## src/design/icache_way_select.sv

```systemverilog
/* free-running LFSR and victim way choice, invalid ways first */

`timescale 1ns/1ps
`default_nettype none

module icache_way_select #(
  parameter int WAYS = 2
) (
  input  wire logic            clk,
  input  wire logic            rstn,
  input  wire logic            filling,
  input  wire logic [WAYS-1:0] way_valid,
  output logic [WAYS-1:0]      victim_way  // one-hot
);

  localparam int WAY_BITS = (WAYS > 1) ? $clog2(WAYS) : 1;

  logic [19:0]     lfsr;
  logic [WAYS-1:0] invalid;
  logic [WAYS-1:0] rnd_way;
  logic [WAYS-1:0] pick;

  // xnor taps, so all zeros is a legal start
  always_ff @(posedge clk or negedge rstn) begin
    if (!rstn) lfsr <= '0;
    else if (!filling) lfsr <= {lfsr[18:0], lfsr[19] ~^ lfsr[16]};
  end

  assign invalid = ~way_valid;
  assign rnd_way = WAYS'(1) << lfsr[WAY_BITS-1:0];
  assign pick    = (|invalid) ? (invalid & (~invalid + WAYS'(1)))  // lowest invalid
                              : rnd_way;

  always_ff @(posedge clk or negedge rstn) begin
    if (!rstn) victim_way <= WAYS'(1);
    else if (!filling) victim_way <= pick;  // frozen for the whole burst
  end

endmodule

`default_nettype wire

```

## config.mk

```make
export PLATFORM = sky130hd
export DESIGN_NAME = icache_way_select
export DESIGN_NICKNAME = d
export VERILOG_FILES = /design/src/design/icache_way_select.sv
export SDC_FILE = /design/constraint.sdc
export NUM_CORES = 1
export LEC_CHECK = 0
export BUFFER_PORTS_ARGS = -buffer_cell sky130_fd_sc_hd__buf_2
export CORE_UTILIZATION = 56
export DETAILED_ROUTE_END_ITERATION = 8
export HOLD_SLACK_MARGIN = 0.1
export PLACE_DENSITY_LB_ADDON = 0.1
export SLEW_MARGIN = 25
export SYNTH_ARGS = -nofsm -noshare
export SYNTH_HDL_FRONTEND = slang
export SYNTH_SLANG_ARGS = --single-unit
export TNS_END_PERCENT = 30
```

## constraint.sdc

```tcl
create_clock -name clk -period 0.9 [get_ports clk]
set_input_delay 0.18 -clock clk [delete_from_list [all_inputs] [get_ports clk]]
set_output_delay 0.18 -clock clk [all_outputs]
set_load 0.05 [all_outputs]
```

==> results.md <==
| Stage | Item | Reported |
|---|---|---|
| run status | Result of the run | finished with violations |
| run status | Violated checks | negative setup slack |
| sta | Number of hold violations in the final report | 0 |
| worst setup path | Worst flop-to-flop path startpoint | lfsr[0]$_DFFE_PN0N_ |
| yosys | Number of flops mapped to enable cells by yosys | 0 |
| sta | Relative slew slack | 0.696 |
| sta | Worst setup slack after layout | -0.279 ns |
| place | Buffers added on ports | 6 |
| yosys | Yosys warnings | 0 |
| yosys | Net Count, Synth | 58 |
| die | Number of rows created at floorplan | 14 |
| cts | Number of H-tree levels | 1 |
| worst setup path | Type of element launching the critical path | register |
| grt | Global route total overflow | 0 |
| worst setup path | Crit path largest cell delay | 0.57 ns |
| grt | All-layer global routing usage | 0.165 |
| yosys | Main combinational cell family by area after synthesis | multiplexers |
| die | Floorplan Core Area | 1520 sq um |
| route | Count of antenna-violating nets left after detailed routing | 0 |
| route | DRT met1 WL | 586 um |
| die | Die Footprint | 1830 sq um |
| yosys | Post-synthesis sequential area ratio | 0.591 |
| route | Vias | 446 |
| sta | Pins over their slew limit | 0 |
| yosys | Top_reg_cell synth | sky130_fd_sc_hd__dfrtp_1 |
| cts | Root cell of the clock tree | sky130_fd_sc_hd__clkbuf_4 |
| place | Dpl hpwl | 880 um |
| power and ir drop | Leakage power figure | 0.530 nW |
| die | Floorplan die height | 42.8 um |
| worst setup path | CP Data Required Time | 0.72 ns |
| power and ir drop | IR Drop Worst-Case VDD | 1.59 mV |
| cts | Number of buffers added by the clock tree synthesis step | 3 |
| worst setup path | Crit path capture type | output pin |
| yosys | Share of cell area taken by muxes after synthesis | 0.294 |
| worst setup path | Largest delay contributor family on the critical path | flip-flops |
| min path | Hold path start | way_valid[1] |
| yosys | Combined area of all synthesized cells | 933 sq um |
| sta | Fmax | 848 MHz |
| grt | Number of global-route vias before repair | 523 |
| job | Max-cap violations | 0 |
| cts | Clock tree from TritonCTS | done |
| cts | Clock sink total | 22 |
| worst setup path | Worst setup slack for register-to-register paths | 0.03 ns |
| sta | RSZ-0062 raised after global routing | yes |
| yosys | Number of unique standard cell types used by synthesis | 15 |
| grt | Initial antenna violation count | 0 |
| die | Width of the die | 42.8 um |
| route | Detailed-route wire length | 1240 um |
| worst setup path | Cell at the slowest stage of the critical path | sky130_fd_sc_hd__dfstp_2 |
| route | Detailed-routed wire length on met3 | 17 um |
| yosys | Dominant cell by count in the synthesized netlist | sky130_fd_sc_hd__dfrtp_1 |
| finish | Area delta synth->final | 18.1% |
| grt | Wire length of the first global-routing pass | 2230 um |
| worst setup path | Endpoint arrival time on the critical path | 1.00 ns |
| finish | Number of nets in the layout | 73 |
| grt | Maximum number of pins on one net before global-route repair | 23 |
| yosys | Most numerous cell types in the synthesized netlist | sky130_fd_sc_hd__dfrtp_1, sky130_fd_sc_hd__mux2_4, sky130_fd_sc_hd__mux2_2, sky130_fd_sc_hd__buf_12 |
| cts | Clock input transition at the sequential cells of the worst setup and hold paths | 0.11 ns |
| cts | Number of setup buffers added after CTS | 0 |
| place | Final weighted congestion in routability-driven placement | 0.680 |
| yosys | Yosys top cell by area | sky130_fd_sc_hd__dfrtp_1 |
| yosys | Synth Register Bits | 22 |
| yosys | Share of synthesized cell area in full adder, half adder and majority cells | 0 |
| finish | Share of cells above drive strength 1 | 0.582 |
| worst setup path | Worst setup path startpoint | victim_way[0]$_DFFE_PN1N_ |
| yosys | Cell types occupying the most area after synthesis | sky130_fd_sc_hd__dfrtp_1, sky130_fd_sc_hd__mux2_4, sky130_fd_sc_hd__buf_12 |
| worst setup path | Biggest fanout along the worst timing path | 2 |
| worst setup path | CP bufs+invs | 1 |
| yosys | Average cell area after synthesis | 17.6 sq um |
| yosys | Area share of the leading cell type in the synthesized netlist | 0.563 |
| sta | Setup violators final | 2 |
| route | Highest metal layer with signal wires | met4 |
| sta | Share of the clock period used by the worst path | 1.31 |
| finish | Inserted Diodes | 0 |
| route | Routed wl met2 | 629 um |
| yosys | Simple-gate area share of the yosys netlist | 0.0255 |
| yosys | Compound-gate portion of the synthesized area | 0.0214 |
| die | Starting density of the core | 0.612 |
| route | Number of DRC markers after the initial detailed-route iteration | 4 |
| yosys | Xor/xnor cell area share of the yosys netlist | 0.00938 |
| worst setup path | Critical path class | register to output pin |
| die | I/O pin cnt | 7 |
| cts | Maximum root-to-sink buffer count | 2 |
| finish | Final cell utilization of the core | 0.723 |
| yosys | Mapped Cells | 53 |
| sta | Minimum clock period after layout | 1.18 ns |
| route | Number of iterations in the first detailed-routing pass | 2 |
| worst setup path | Series of cell instances along the critical path | buf_8 |
| sta | Setup clock skew after layout | 0.00692 ns |
| min path | Worst Hold Class | primary input to register |
| power and ir drop | Total power per unit cell area | 3120 nW/um^2 |
| route | DR vias/cell | 5.37 |
| sta | Slew at the pin with the worst max-slew slack | 0.456 ns |
| route | Residual DRC count | 0 |
| route | Routed wirelength normalized by instance count | 15.0 um |
| sta | Worst hold margin | 0.156 ns |
| yosys | Ys async rst share | 1.00 |
| cts | Insertion delay of the later-clocked pin in the worst-skew pair | 0.29 ns |
## path summary, 6_finish.rpt
path,endpoint,cells past startpoint
worst max register to register,victim_way[1]$_DFFE_PN0N_,2
max in group asynchronous,victim_way[0]$_DFFE_PN1N_,2
worst min-delay path,victim_way[0]$_DFFE_PN1N_,3
min in group asynchronous,lfsr[8]$_DFFE_PN0N_,2
worst min register to register,lfsr[7]$_DFFE_PN0N_,1
worst max-delay path,victim_way[0],1
## layout by cell type, fill, tap and decap left out, types with 2 or more instances in the layout
master,netlist,final
sky130_fd_sc_hd__mux2_2,3,3
sky130_fd_sc_hd__buf_4,0,3
sky130_fd_sc_hd__buf_2,0,4
sky130_fd_sc_hd__dfrtp_1,21,20
sky130_fd_sc_hd__clkbuf_4,0,3
sky130_fd_sc_hd__mux2_4,16,16
sky130_fd_sc_hd__dlygate4sd3_1,0,2
sky130_fd_sc_hd__buf_12,2,2
## metrics by stage
stage	std cells	cell area, sq um	total power [mW]	TNS (ns)	setup slack, ns
floorplan	53	936	2.46	-0.127	-0.0792
global placement	77	997	2.62	-1.09	-0.0753
detailed placement	77	997	2.67	-1.32	-0.0891
CTS	83	1100	3.48	-0.444	-0.286
global route	83	1100	3.62	-0.488	-0.314
finish	83	1100	3.44	-0.426	-0.279
## cell type report
type	instances	area [sq um]
Clock buffer	3	22.5
Clock inverter	1	30.0
Fill cell	92	422
Inverter	1	3.75
Multi-Input combinational cell	27	344
Sequential cell	22	553
Tap cell	16	20.0
Timing Repair Buffer	13	129
## power by group
part           internal, mW  total (mW)  leakage (nW)  switching, mW
Sequential             1.46        1.75         0.255          0.287
Combinational         0.695       0.967         0.248          0.273
Clock                 0.450       0.723        0.0279          0.273
Total                  2.61        3.44         0.530          0.833
## logic make-up after synthesis
kind of cell | Yosys count
DFF | 22
muxes | 19
and+or+nand+nor | 4
buffers and inverters | 4
AOI/OAI and AO/OA | 3
xor gates and xnor gates | 1
## tightest hold or removal path, delay by kind of cell
kind,cells,cell delay [ns]
buffers and inverters,1,0.11
AOI/OAI and AO/OA,1,0.09
and+or+nand+nor,1,0.07
## sequential cells by signal, indices dropped and copies added, names as in the netlist
name,flops
victim_way,2
lfsr,20
## per-layer routing
| layer | vias to the layer above | global-route usage |
|---|---|---|
| met1 | 232 | 0.211 |
| met2 | 3 | 0.273 |
| met4 | 0 | 0.0750 |
| met3 | 2 | 0.0255 |
| li1 | 209 | - |
| met5 | - | 0 |
## repair_timing
action | in CTS | in global routing
endpoints found under the hold margin | 22 | 0
endpoints found under the setup margin | 3 | 3
gates resized for setup | 7 | 0
pin swaps | 0 | 1
hold buffers | 2 | 0
Power figures use the tool's default switching activity.
