## config.mk

```make
export PLATFORM = sky130hd
export DESIGN_NAME = icache_ctrl
export DESIGN_NICKNAME = d
export VERILOG_FILES = /design/src/design/icache_pkg.sv /design/src/design/icache_ctrl.sv
export SDC_FILE = /design/constraint.sdc
export NUM_CORES = 1
export LEC_CHECK = 0
export ABC_CLOCK_PERIOD_IN_PS = 3400
export BUFFER_PORTS_ARGS = -buffer_cell sky130_fd_sc_hd__buf_2
export CORE_MARGIN = 2
export CORE_UTILIZATION = 50
export CTS_CLUSTER_DIAMETER = 60
export CTS_CLUSTER_SIZE = 28
export DETAILED_ROUTE_END_ITERATION = 10
export PLACE_DENSITY = 0.95
export RECOVER_POWER = 100
export SLEW_MARGIN = 20
export SYNTH_ARGS = -nofsm -noshare
export SYNTH_HDL_FRONTEND = slang
export SYNTH_SLANG_ARGS = --single-unit
```

## constraint.sdc

```tcl
create_clock -name clk -period 3.4 [get_ports clk]
set_clock_uncertainty 0.1 [all_clocks]
set_input_delay 0.34 -clock clk [delete_from_list [all_inputs] [get_ports clk]]
set_output_delay 0.34 -clock clk [all_outputs]
set_load 0.03 [all_outputs]
```

## src/design/icache_pkg.sv

```systemverilog
/* shared data widths, AHB burst type codes and controller state encoding
   for the instruction cache core */

`default_nettype none

package icache_pkg;

  //////////////////////////////////////////////////
  // widths

  localparam int XLEN = 32;  // instruction word and bus data width

  typedef logic [XLEN-1:0] word_t;  // one instruction / bus data word
  typedef logic [XLEN-1:0] addr_t;  // physical byte address

  //////////////////////////////////////////////////
  // bus burst types, AHB HBURST encoding

  localparam logic [2:0] BURST_SINGLE = 3'b000;
  localparam logic [2:0] BURST_WRAP4  = 3'b010;
  localparam logic [2:0] BURST_WRAP8  = 3'b100;
  localparam logic [2:0] BURST_WRAP16 = 3'b110;

  //////////////////////////////////////////////////
  // controller states

  // FLUSH    invalidate one set per cycle
  // ARMED    lookup, deliver hits, request on miss
  // FILL     burst in progress, forward critical word
  // REFETCH  re-read arrays once after the last word
  typedef enum logic [1:0] {
    FLUSH,
    ARMED,
    FILL,
    REFETCH
  } ctrl_state_t;

endpackage

`default_nettype wire

```

## src/design/icache_ctrl.sv

```systemverilog
/* instruction cache controller: fetch address register, state machine,
   shared flush/fill counter, hit/miss/forward decode and bus request */

`timescale 1ns/1ps
`default_nettype none

module icache_ctrl
  import icache_pkg::*;
#(
  parameter int    CACHE_KB    = 1,
  parameter int    BLOCK_BYTES = 16,
  parameter int    WAYS        = 2,
  parameter addr_t PC_INIT     = 32'h0000_0200,
  localparam int   SETS        = CACHE_KB * 1024 / BLOCK_BYTES / WAYS,
  localparam int   IDX_BITS    = $clog2(SETS),
  localparam int   WORDS       = BLOCK_BYTES / (XLEN / 8),
  localparam int   WRD_BITS    = $clog2(WORDS),
  localparam int   LKP_BITS    = IDX_BITS + WRD_BITS
) (
  input  wire logic                clk,
  input  wire logic                rstn,
  // fetch unit
  input  wire addr_t               if_nxt_pc,
  input  wire logic                if_stall,
  input  wire logic                if_flush,
  input  wire logic                bu_cacheflush,
  // from tag array
  input  wire logic                hit,
  // bus
  input  wire logic                biu_stb_ack,
  input  wire logic                biu_rack,
  input  wire addr_t               biu_adro,
  // to arrays
  output addr_t                    fetch_pc,
  output logic [LKP_BITS-1:0]      lookup_idx,
  output logic                     flushing,
  output logic                     filling,
  output logic                     fill_done,
  output logic [IDX_BITS-1:0]      flush_idx,
  // fetch unit
  output logic                     if_stall_nxt_pc,
  output addr_t                    if_parcel_pc,
  output logic                     if_parcel_valid,
  output logic                     fwd_sel,
  // bus
  output logic                     biu_stb,
  output addr_t                    biu_adri,
  output logic [2:0]               biu_type
);

  localparam int BYTE_BITS = $clog2(XLEN / 8);  // byte offset within a word
  localparam int CNT_BITS  = (IDX_BITS > WRD_BITS) ? IDX_BITS : WRD_BITS;

  ctrl_state_t         state, state_nxt;
  logic [CNT_BITS-1:0] cnt, cnt_nxt;  // sets in FLUSH, words in FILL
  logic                if_flush_dly;
  logic                hold_flush;  // cache flush seen outside FLUSH
  logic                flush_req;
  logic                blank;       // redirect window, no parcels
  logic                accept;
  logic                fwd;         // critical word on the bus now
  logic                cnt_zero;

  assign flush_req = bu_cacheflush | hold_flush;
  assign blank     = if_flush | if_flush_dly;
  assign accept    = if_flush | (~if_stall & ~if_stall_nxt_pc);
  assign cnt_zero  = ~|cnt;
  assign fwd       = biu_rack & ~blank &
                     (biu_adro[XLEN-1:BYTE_BITS] == fetch_pc[XLEN-1:BYTE_BITS]);

  //////////////////////////////////////////////////
  // fetch address and flags

  always_ff @(posedge clk or negedge rstn) begin
    if (!rstn) begin
      fetch_pc     <= PC_INIT;
      if_flush_dly <= 1'b0;
      hold_flush   <= 1'b0;
    end else begin
      if (accept) fetch_pc <= if_nxt_pc;  // redirect or next sequential
      if_flush_dly <= if_flush;
      hold_flush   <= ~flushing & flush_req;  // dropped once FLUSH starts
    end
  end

  always_ff @(posedge clk or negedge rstn) begin
    if (!rstn) begin
      state <= FLUSH;  // invalidate everything after reset
      cnt   <= CNT_BITS'(SETS - 1);
    end else begin
      state <= state_nxt;
      cnt   <= cnt_nxt;
    end
  end

  //////////////////////////////////////////////////
  // next state and fetch side decode

  always_comb begin
    state_nxt       = state;
    cnt_nxt         = cnt;
    biu_stb         = 1'b0;
    if_stall_nxt_pc = 1'b1;
    if_parcel_valid = 1'b0;
    fwd_sel         = 1'b0;
    fill_done       = 1'b0;
    case (state)
      FLUSH: begin
        if (cnt_zero) state_nxt = ARMED;  // last set cleared
        else cnt_nxt = cnt - 1'b1;
      end
      ARMED: begin
        if_parcel_valid = ~blank & hit;
        if_stall_nxt_pc = blank | ~hit;
        biu_stb         = ~blank & ~hit & ~flush_req;  // miss
        if (flush_req) begin
          state_nxt = FLUSH;
          cnt_nxt   = CNT_BITS'(SETS - 1);
        end else if (biu_stb && biu_stb_ack) begin
          state_nxt = FILL;
          cnt_nxt   = CNT_BITS'(WORDS - 1);
        end
      end
      FILL: begin
        if_parcel_valid = fwd;  // critical word straight from the bus
        if_stall_nxt_pc = ~fwd;
        fwd_sel         = fwd;
        if (flush_req) begin
          state_nxt = FLUSH;  // burst abandoned, tag never written
          cnt_nxt   = CNT_BITS'(SETS - 1);
        end else if (biu_rack) begin
          if (cnt_zero) begin
            fill_done = 1'b1;
            state_nxt = REFETCH;
          end else begin
            cnt_nxt = cnt - 1'b1;
          end
        end
      end
      REFETCH: state_nxt = ARMED;  // arrays re-read at fetch_pc
      default: state_nxt = FLUSH;
    endcase
  end

  assign flushing  = (state == FLUSH);
  assign filling   = (state == FILL);
  assign flush_idx = cnt[IDX_BITS-1:0];

  // new address only at the accepting edge
  assign lookup_idx = accept ? if_nxt_pc[BYTE_BITS +: LKP_BITS]
                             : fetch_pc[BYTE_BITS +: LKP_BITS];

  assign if_parcel_pc = fetch_pc;

  //////////////////////////////////////////////////
  // bus request

  assign biu_adri = {fetch_pc[XLEN-1:BYTE_BITS], {BYTE_BITS{1'b0}}};  // word aligned

  always_comb begin
    case (WORDS)
      4:       biu_type = BURST_WRAP4;
      8:       biu_type = BURST_WRAP8;
      16:      biu_type = BURST_WRAP16;
      default: biu_type = BURST_SINGLE;
    endcase
  end

endmodule

`default_nettype wire

```

==> metrics.md <==
| Metric | Value |
|---|---|
| Status | `finished, violations left` |
| Failing checks | `capacitance limit, slew limit` |
| I/O Pins | `190` |
| Clock Sinks | `a little over 40` |
| Num rows | `31` |
| Clock Tree Buf Depth | `2` |
| Actual slew at the worst max-slew pin | `2.35 ns` |
| Sequential-to-total area share from yosys stat | `27.8%` |
| Crit path buffers/inverters | `2` |
| Crit path time final | `3.19 ns` |
| Die X | `90.2 um` |
| Cell count after synthesis | `429` |
| Placed cells | `629` |
| Vias in the first global route | `around 3500` |
| PnR Total Power | `3.71 mW` |
| Clk_lat worst skew | `0.29 ns` |
| Core area | `7210 um2` |
| Die ar. | `approximately 8100 um2` |
| Crit-path slowest cell | `or4_1` |
| Max Cap Violations | `1` |
| Wire per inst | `17.3 um` |
| Root Driver | `clkbuf_8` |
| Worst VDD drop | `0.000324 V` |
| Synthesized area per cell | `around 8.7 um2` |
| GR Util All Layers | `26.2%` |
| WL final | `11000 um` |
| RSZ-0062 raised after global routing | `false` |
| Largest net degree at the start of global routing | `42` |
| Synthesized cell area | `3710 um2` |
| H-tree lvl count | `2` |
| DP Wirelength | `8070 um` |
| Relative slew slack | `-56.9%` |
| Drt via density | `~5.8` |
| Antenna-violating nets left | `0` |
| Setup TNS after final layout | `0 ns` |
| # DRC | `0` |
| Post-synth cell types | `44` |
| Crit Path Max Fanout | `15` |
| CTS tree | `built` |
| Most frequent cells in the layout | `clkbuf_1, buf_2, nand4_1` |
| Yosys reg bits | `41` |
| Critical Path AT | `2.75 ns` |
| Required time of the critical path | `approximately 3 ns` |
| Initial antenna violation count | `0` |
| Remaining Overflow, GRT | `0` |
| CP Class | `flip-flop to output pin` |
| GPL Wtd Cong | `0.969` |
| Starting Density | `51.5%` |
| Fmax | `313 MHz` |
| Final Slew Violations | `42` |
| Die height | `90.2 um` |
| P_leak | `roughly 1.7 nW` |
| Tcrit/Tclk final | `about 94%` |
| First-pass GRT wire length | `about 18000 um` |
| DR vias | `around 3700` |
| PwrDens | `roughly 900 nW/um2` |
| Share of cells above drive strength 1 | `roughly a fifth` |
| EDFF count, synth | `0` |
| Final hold vios | `0` |
| DRT iter0 DRCs | `251` |
| Final setup fails | `0` |
| Most common cell after layout, fill and taps aside | `clkbuf_1` |
| Synth warn | `0` |
| Top_reg_cell synth | `dfrtp_1` |
| Clock-pin slew on the worst setup and hold paths | `0.08 ns` |
| Startpoint types | `flip-flop` |
| Port buffer count | `182` |
| Crit path cell chain | `xnor2_1 -> nand4_1 -> or4_1 -> buf_4 -> o211ai_1 -> nand3_1 -> clkbuf_2` |
| Post-cts sizing count | `0` |
| Worst hold path type | `input pin to flip-flop` |
| Fin Hold WS | `~0.18 ns` |
| CTS Buf Count | `5` |
| Crit end category | `output pin` |
| First-pass DRT Iterations | `5` |
| FILL cells | `about 700` |
| Nets | `614` |
| Delay-heaviest family, CP | `simple AND/OR/NAND/NOR gates` |
| FFs w/ async S/R, synth | `100%` |
| Antenna diode count | `0` |
| CP max stage delay | `0.62 ns` |
| Layout area overhead | `12.0%` |
| Fin cells | `638` |
-- sequential cells by signal, indices dropped and copies added, names as in the netlist --
register and cells:
fetch_pc 32, flush_idx 5, state 2, hold_flush 1, if_flush_dly 1
-- cell type report --
class | count | area (um2) | area share (%)
clock buffers | 8 | 80.1 | 1.93
repair buffers | 196 | 882 | 21.2
well taps | 99 | 124 | 2.98
flip-flops and latches | 41 | 1030 | 24.9
inverters | 7 | 26.3 | 0.632
multi-input cells | 287 | 2010 | 48.4
-- where the power goes --
part / switching [mW] / total, mW / internal [mW] / leakage, nW
clock network: 0.177 / 0.324 / 0.146 / 0.0395
logic: 1.75 / 2.42 / 0.677 / 1.23
registers: 0.273 / 0.965 / 0.691 / 0.473
-- worst register-to-register path, cell delays in order, from the launching register on --
cell and delay, ns:
dfrtp_1 0.37, inv_1 0.07, ha_1 0.29, o21ai_0 0.15, a31o_4 0.59, clkbuf_2 0.62, mux2i_1 0.28, nand3_1 0.11
-- path summary, 6_finish.rpt --
kind                                               start  cells past startpoint  slack, ns                        to
worst max-delay path            fetch_pc[25]$_DFFE_PN0P_                      7       0.21             lookup_idx[2]
worst min-delay path                        if_nxt_pc[9]                      3       0.18   fetch_pc[9]$_DFFE_PN1P_
worst max register to register      state[1]$_DFFE_PN0P_                      7       0.69  fetch_pc[14]$_DFFE_PN0P_
worst min register to register      hold_flush$_DFF_PN0_                      2       0.43      hold_flush$_DFF_PN0_
max in group asynchronous                           rstn                      2       0.66   fetch_pc[2]$_DFFE_PN0P_
min in group asynchronous                           rstn                      2       1.21      hold_flush$_DFF_PN0_
-- metal layers --
metal	wire (um)	part of all wire (%)	GRT usage, %
met1	4450	40	33.3
met2	5530	50	44.9
met3	814	7.4	4.61
met4	238	2.2	8.97
met5	0	0	0
-- metrics by stage --
step           setup slack (ns)  cell area [um2]  util [%]
2_1_floorplan             0.772             3720         -
3_3_place_gp              0.646             4220      58.6
3_5_place_dp              0.626             4220      58.6
4_1_cts                   0.297             4300      59.7
5_1_grt                  0.0793             4160      57.6
6_report                  0.209             4160      57.6
-- timing repair --
| item | in CTS | in global routing |
|---|---|---|
| hold buffers | 0 | 1 |
| setup buffers | 0 | 0 |
| setup endpoints to repair | 0 | 0 |
| hold endpoints to repair | 0 | 35 |
-- synth_stat cells, types with 3 or more instances --
| cell | count | share of area [%] |
|---|---|---|
| buf_4 | 68 | 14 |
| nand4_1 | 45 | 7.6 |
| nand3_1 | 44 | 5.9 |
| dfrtp_1 | 35 | 24 |
| and2_1 | 32 | 5.4 |
| mux2i_1 | 32 | 8.6 |
| xnor2_1 | 30 | 7.1 |
| o211ai_1 | 28 | 5.7 |
| clkbuf_1 | 15 | 1.5 |
| buf_2 | 11 | 1.5 |
| o21ai_0 | 11 | 1.5 |
| nor2_1 | 10 | 1.0 |
| inv_1 | 7 | 0.71 |
| nand2_1 | 7 | 0.71 |
| dfstp_2 | 6 | 4.2 |
| ha_1 | 4 | 1.3 |
| o211ai_2 | 4 | 1.3 |
| a21oi_1 | 3 | 0.40 |
-- cell families after synthesis --
kind of cell    synth area share [%]
fa+ha+maj                       1.35
compound gates                  11.2
mux                             9.23
flops                           27.8
other cells                    0.202
simple gates                    24.7
buf+inv                         18.5
xor+xnor                        7.08
(Power assumes the default switching activity.)
